$ cat config.mk
export PLATFORM = sky130hd
export DESIGN_NAME = fetchStage
export DESIGN_NICKNAME = d
export VERILOG_FILES = /design/src/hw/rvPkg.sv /design/src/hw/fetchStage.sv
export SDC_FILE = /design/constraint.sdc
export NUM_CORES = 1
export LEC_CHECK = 0
export BUFFER_PORTS_ARGS = -buffer_cell sky130_fd_sc_hd__buf_2
export CORE_MARGIN = 2
export CORE_UTILIZATION = 50
export DETAILED_ROUTE_END_ITERATION = 8
export PLACE_DENSITY = 0.83
export SYNTH_ARGS = -nofsm -noshare
export SYNTH_HDL_FRONTEND = slang
export SYNTH_SLANG_ARGS = --single-unit
$ cat constraint.sdc
create_clock -name clk -period 4.8 [get_ports clk]
set_input_delay 0.24 -clock clk [delete_from_list [all_inputs] [get_ports clk]]
set_output_delay 0.24 -clock clk [all_outputs]
set_load 0.05 [all_outputs]
$ cat src/hw/rvPkg.sv
// RV32I word-only subset; FENCE and SYSTEM are not decoded and fall through as rd writes
package rvPkg;

        // Datapath and memory geometry
        localparam int xlen        = 32;
        localparam int regCount    = 32;
        localparam int ramWords    = 16384;
        localparam int ramAddrBits = $clog2(ramWords);
        // Address bit that moves an access from RAM to the I/O window
        localparam int ioSelectBit = 22;

        // Kept major opcodes
        localparam logic [6:0] opLui    = 7'b0110111;
        localparam logic [6:0] opAuipc  = 7'b0010111;
        localparam logic [6:0] opJal    = 7'b1101111;
        localparam logic [6:0] opJalr   = 7'b1100111;
        localparam logic [6:0] opBranch = 7'b1100011;
        localparam logic [6:0] opLoad   = 7'b0000011;
        localparam logic [6:0] opStore  = 7'b0100011;
        localparam logic [6:0] opAluImm = 7'b0010011;
        localparam logic [6:0] opAluReg = 7'b0110011;

        // Bubble, add x0,x0,x0
        localparam logic [31:0] nopInstr = 32'h0000_0033;

        typedef logic [xlen-1:0] word_t;
        typedef logic [4:0]      regId_t;

        typedef struct packed {
                word_t pc;
                word_t instr;
                logic  bubble;
        } fdReg_t;

        typedef struct packed {
                word_t pc;
                word_t instr;
                word_t rs1Val;
                word_t rs2Val;
        } deReg_t;

        typedef struct packed {
                word_t instr;
                word_t result;
                word_t addr;
                word_t rs2Val;
        } emReg_t;

        typedef struct packed {
                word_t instr;
                word_t result;
                word_t addr;
                word_t ioData;
        } mwReg_t;

        typedef struct packed {
                logic  taken;
                word_t target;
        } redirect_t;

        typedef struct packed {
                logic   enable;
                regId_t rd;
                word_t  data;
        } wbReq_t;

        // Instruction fields
        function automatic logic [6:0] opcode(word_t instr);
                return instr[6:0];
        endfunction

        function automatic logic [2:0] funct3(word_t instr);
                return instr[14:12];
        endfunction

        function automatic regId_t rs1Id(word_t instr);
                return instr[19:15];
        endfunction

        function automatic regId_t rs2Id(word_t instr);
                return instr[24:20];
        endfunction

        function automatic regId_t rdId(word_t instr);
                return instr[11:7];
        endfunction

        // Sign-extended immediates per format
        function automatic word_t iImm(word_t instr);
                return {{21{instr[31]}}, instr[30:20]};
        endfunction

        function automatic word_t sImm(word_t instr);
                return {{21{instr[31]}}, instr[30:25], instr[11:7]};
        endfunction

        function automatic word_t bImm(word_t instr);
                return {{20{instr[31]}}, instr[7], instr[30:25], instr[11:8], 1'b0};
        endfunction

        function automatic word_t uImm(word_t instr);
                return {instr[31:12], 12'b0};
        endfunction

        function automatic word_t jImm(word_t instr);
                return {{12{instr[31]}}, instr[19:12], instr[20], instr[30:21], 1'b0};
        endfunction

        // Register usage, used by hazard detection and writeback
        function automatic logic writesRd(word_t instr);
                return opcode(instr) != opStore && opcode(instr) != opBranch;
        endfunction

        function automatic logic readsRs1(word_t instr);
                return opcode(instr) != opJal && opcode(instr) != opAuipc
                        && opcode(instr) != opLui;
        endfunction

        function automatic logic readsRs2(word_t instr);
                return opcode(instr) == opAluReg || opcode(instr) == opBranch
                        || opcode(instr) == opStore;
        endfunction

endpackage

$ cat src/hw/fetchStage.sv
// imemData must be valid in the same cycle as imemAddr; a redirect beats a stall
`timescale 1ns/10ps

module fetchStage
        import rvPkg::*;
(
        input  logic      clk,
        input  logic      reset,
        input  logic      stall,
        input  redirect_t redirect,
        output word_t     imemAddr,
        input  word_t     imemData,
        output fdReg_t    fd
);

        word_t pc;

        // Instruction port follows the live pc
        assign imemAddr = pc;

        always_ff @(posedge clk) begin
                if (reset) begin
                        pc <= '0;
                end else if (redirect.taken) begin
                        pc <= redirect.target;
                end else if (!stall) begin
                        pc <= pc + 32'd4;
                end
        end

        always_ff @(posedge clk) begin
                // Hold the fetched word while decode waits
                if (!stall) begin
                        fd.pc    <= pc;
                        fd.instr <= imemData;
                end
                // Wrong-path or reset fetch becomes a bubble
                fd.bubble <= reset | redirect.taken;
        end

endmodule

# Word level (Yosys, flattened, before mapping)
# Cells that the tools add are included.
# W data, S select, Z words.
# op_classes
n_addsub	1
n_mul	0
eq_ne	1
n_div	0
shift	0
reduce_logical	0
muxes	2
n_bitwise	1
n_lt_le_gt_ge	0
# ops
cell	n
$mux W32	2
$add A32 B3 Y32 const B	1
$ne A2 B1 Y1 const B	1
$or A1 B1 Y1	1
# word_totals
ram_bits	0
output_inout_bits	97
latch_bits	0
rom_bits	0
memories	0
ff_bits	97
in_bits	68

# Depth between registers and ports, before layout
# logic_depth
depth_word	3
mapped_depth	7

# Worst setup path after synthesis
# No wires, ideal clock.
# synth_path
kind	input to register
startpoint	input stall
endpoint	register pc[28], in the netlist imemAddr[28]
setup_slack_ps	2314
stages	6
n_path_buf	1
t_arrival_ps	2371
t_required_ps	4685
cell_sequence	buf_2 inv_1 nand2_1 nor4_1 xor2_1 o21a_1
# synth_between
elab_chain_len	1
# synth_lines
item	line	source
start: declaration	fetchStage.sv:9	input logic stall,
$ne A2 B1 Y1 (no line)	-	
end signal: assignment	fetchStage.sv:25	pc <= redirect.target;
end signal: assignment	fetchStage.sv:27	pc <= pc + 32'd4;
end: declaration	fetchStage.sv:16	word_t pc;
# Every way passes these cells.
# A chain may end at the register's enable or synchronous reset.

# Worst setup path after layout
# layout_path
startpoint	register pc[2], in the netlist imemAddr[2]
endpoint	register pc[23], in the netlist imemAddr[23]
# layout_between
elab_chain_len	3
# layout_lines
item	line	source
$add A32 B3 Y32	fetchStage.sv:27	
$mux W32	fetchStage.sv:26	end else if (!stall) begin
$mux W32	fetchStage.sv:24	end else if (redirect.taken) begin
# Every way passes these cells. The select of a mux whose other input is x is not followed.

==> impl_metrics.json <==
{
  "status": "finished, final reports clean",
  "yosys_warnings": 0,
  "grt_setup_unrepaired": "false",
  "tightest_slew_ns": 1.04,
  "peakVddDrop_uv": 143,
  "hold_path.class": "input pin to register",
  "area.growth.synth_to_final_pct": 29.4,
  "worstSetupPathType": "register to register",
  "ys.flop_type": "edfxtp_1",
  "clk_path_buf_depth": 2,
  "hold_buffers": 0,
  "tns_ns": 0,
  "cp-start-kind": "register",
  "async_flop_share_pct": 0,
  "yosys.area.top_type": "edfxtp_1",
  "setup_viol": 0,
  "slew_headroom_pct": 30.8,
  "coreArea_um2": 7330,
  "synth-seq-area-share_pct": 67.8,
  "overflow": 0,
  "cp_data_arrival_time_ns": 2.43,
  "yosysMostFrequentCell": "edfxtp_1",
  "power.total_w": 0.00192,
  "synth_cells": 296,
  "worstPathRequired_ns": 5.02,
  "post_cts_buffers": 0,
  "placed_cell_area_um2": 4720,
  "postCtsResizedCells": 0,
  "path_max_fanout": 8,
  "drc": 0,
  "globalplace.congestion": 0.882,
  "via_count": 2859,
  "ant_nets": 0,
  "root_buffer": "clkbuf_8",
  "track_usage_pct": 21.0,
  "clk_pin_slew_ns": 0.09,
  "cap_viol_max_count": 0,
  "fin_area_um2": 4930,
  "finalNonFillerCells": 564,
  "synth.area.top_cells": "edfxtp_1 50%, dfxtp_1 17%, xor2_1 3.2%, a21oi_1 2.8%, nor2_1 2.6%",
  "design.die.area_um2": 8340,
  "n_antenna_cell": 0,
  "dp.cells": 548,
  "synth_enable_flop_cells": 64,
  "finalHoldViolations": 0,
  "antenna_found_initial": 0,
  "synth-seq-cells": 97,
  "wl_per_cell_um": 15.4,
  "ios": 165,
  "clk_latency_ns": 0.35,
  "n_fill_cell": 580,
  "numClockSinks": 97,
  "final_util_pct": 67.3,
  "fin_crit_ns": 2.21,
  "clock_skew_ns": 0.0131,
  "layout-drive-gt1-share_pct": 40.9,
  "synthTopCellsByCount": "64 x edfxtp_1, 33 x dfxtp_1, 26 x nor2_1",
  "drtIter0Drc": 143,
  "power.leakage_nw": 2.21,
  "dr.pass1.iters": 4,
  "fp.dieW_um": 91.3,
  "wl_um": 8670,
  "initial_core_util_pct": 52.0,
  "endpoint_kind": "register",
  "rows": 31,
  "period_share_pct": 45.9,
  "synth.distinct_cells": 38,
  "grt_pass1_vias": 2729,
  "powerDensity_nw_per_um2": 388,
  "portBuffers": 164,
  "synth.top_cell.area_share_pct": 50.4,
  "grt_max_degree": 63,
  "netlist_area_um2": 3810,
  "grt_pass1_wl_um": 13700,
  "vias_per_cell": 5.07,
  "htreeDepth": 3,
  "dp_hpwl_um": 6350,
  "avgSynthCellArea_um2": 12.9,
  "nets": 529,
  "tritoncts": "yes",
  "fmax_mhz": 453,
  "slew_viol_final": 0,
  "cts_buffers": 9,
  "fp.dieH_um": 91.3,
  "synth.net_count": 365
}
-- layout make-up --
cell class / count / area [µm²] / share of cell area, %
Clock buffer: 10 / 128 / 2.59
Clock inverter: 6 / 88.8 / 1.80
Inverter: 19 / 71.3 / 1.45
Multi-Input combinational cell: 168 / 1110 / 22.5
Sequential cell: 97 / 2580 / 52.4
Tap cell: 99 / 124 / 2.51
Timing Repair Buffer: 165 / 828 / 16.8
-- cell usage in the layout, fill, tap and decap left out, drive strengths merged, types with 10 or more instances in the layout --
| cell type | instances |
|---|---|
| o21a | 13 |
| buf | 165 |
| a21oi | 21 |
| inv | 21 |
| nor2 | 26 |
| edfxtp | 64 |
| dfxtp | 33 |
| xor2 | 14 |
| nand2 | 12 |
| clkbuf | 10 |
-- stage by stage --
stage               setup WS, ns  hold WS [ns]
floorplan                   2.31         0.323
global placement            2.75         0.416
detailed placement          2.62         0.418
CTS                         2.59        0.0392
global route                2.40        0.0321
finish                      2.59        0.0499
-- worst max-delay path, cell delays in order, from the launching register on --
cell	delay (ns)
dfxtp_1	0.49
nand2_1	0.21
nor4_2	0.66
nand3_1	0.26
a2111oi_0	0.46
-- per-layer routing --
metal | wire, µm | global-route usage (%) | up-vias | part of all wire [%]
li1 | - | - | 1396 | -
met3 | 508 | 4.56 | 10 | 5.9
met2 | 4270 | 35.2 | 120 | 49
met4 | 158 | 8.71 | 0 | 1.8
met1 | 3730 | 26.5 | 1333 | 43
met5 | 0 | 0 | - | 0
-- cell families after synthesis --
logic type / synth area share, %
DFF: 67.8
buffers and inverters: 3.12
xor gates and xnor gates: 5.29
AOI/OAI and AO/OA: 7.09
adders and majority gates: 0.328
and+or+nand+nor: 14.3
muxes: 2.10
-- sequential cells by signal, indices dropped and copies added, names as in the netlist --
name and count:
imemAddr 32, fd 65
-- power by group --
part / leakage [nW] / internal (W) / switching (W) / total (W)
clock network: 0.105 / 0.000296 / 0.000275 / 0.000571
registers: 0.914 / 0.000952 / 0.0000378 / 0.000990
logic: 1.19 / 0.0000833 / 0.000271 / 0.000355
-- path summary, 6_finish.rpt --
check	endpoint	slack (ns)	from	depth (start not counted)
worst max register to register	imemAddr[23]	2.59	imemAddr[2]	4
worst max-delay path	imemAddr[23]	2.59	imemAddr[2]	4
worst min-delay path	fd[7]	0.05	imemData[6]	1
worst min register to register	fd[33]	0.47	imemAddr[0]	0
(Power assumes the default switching activity.)
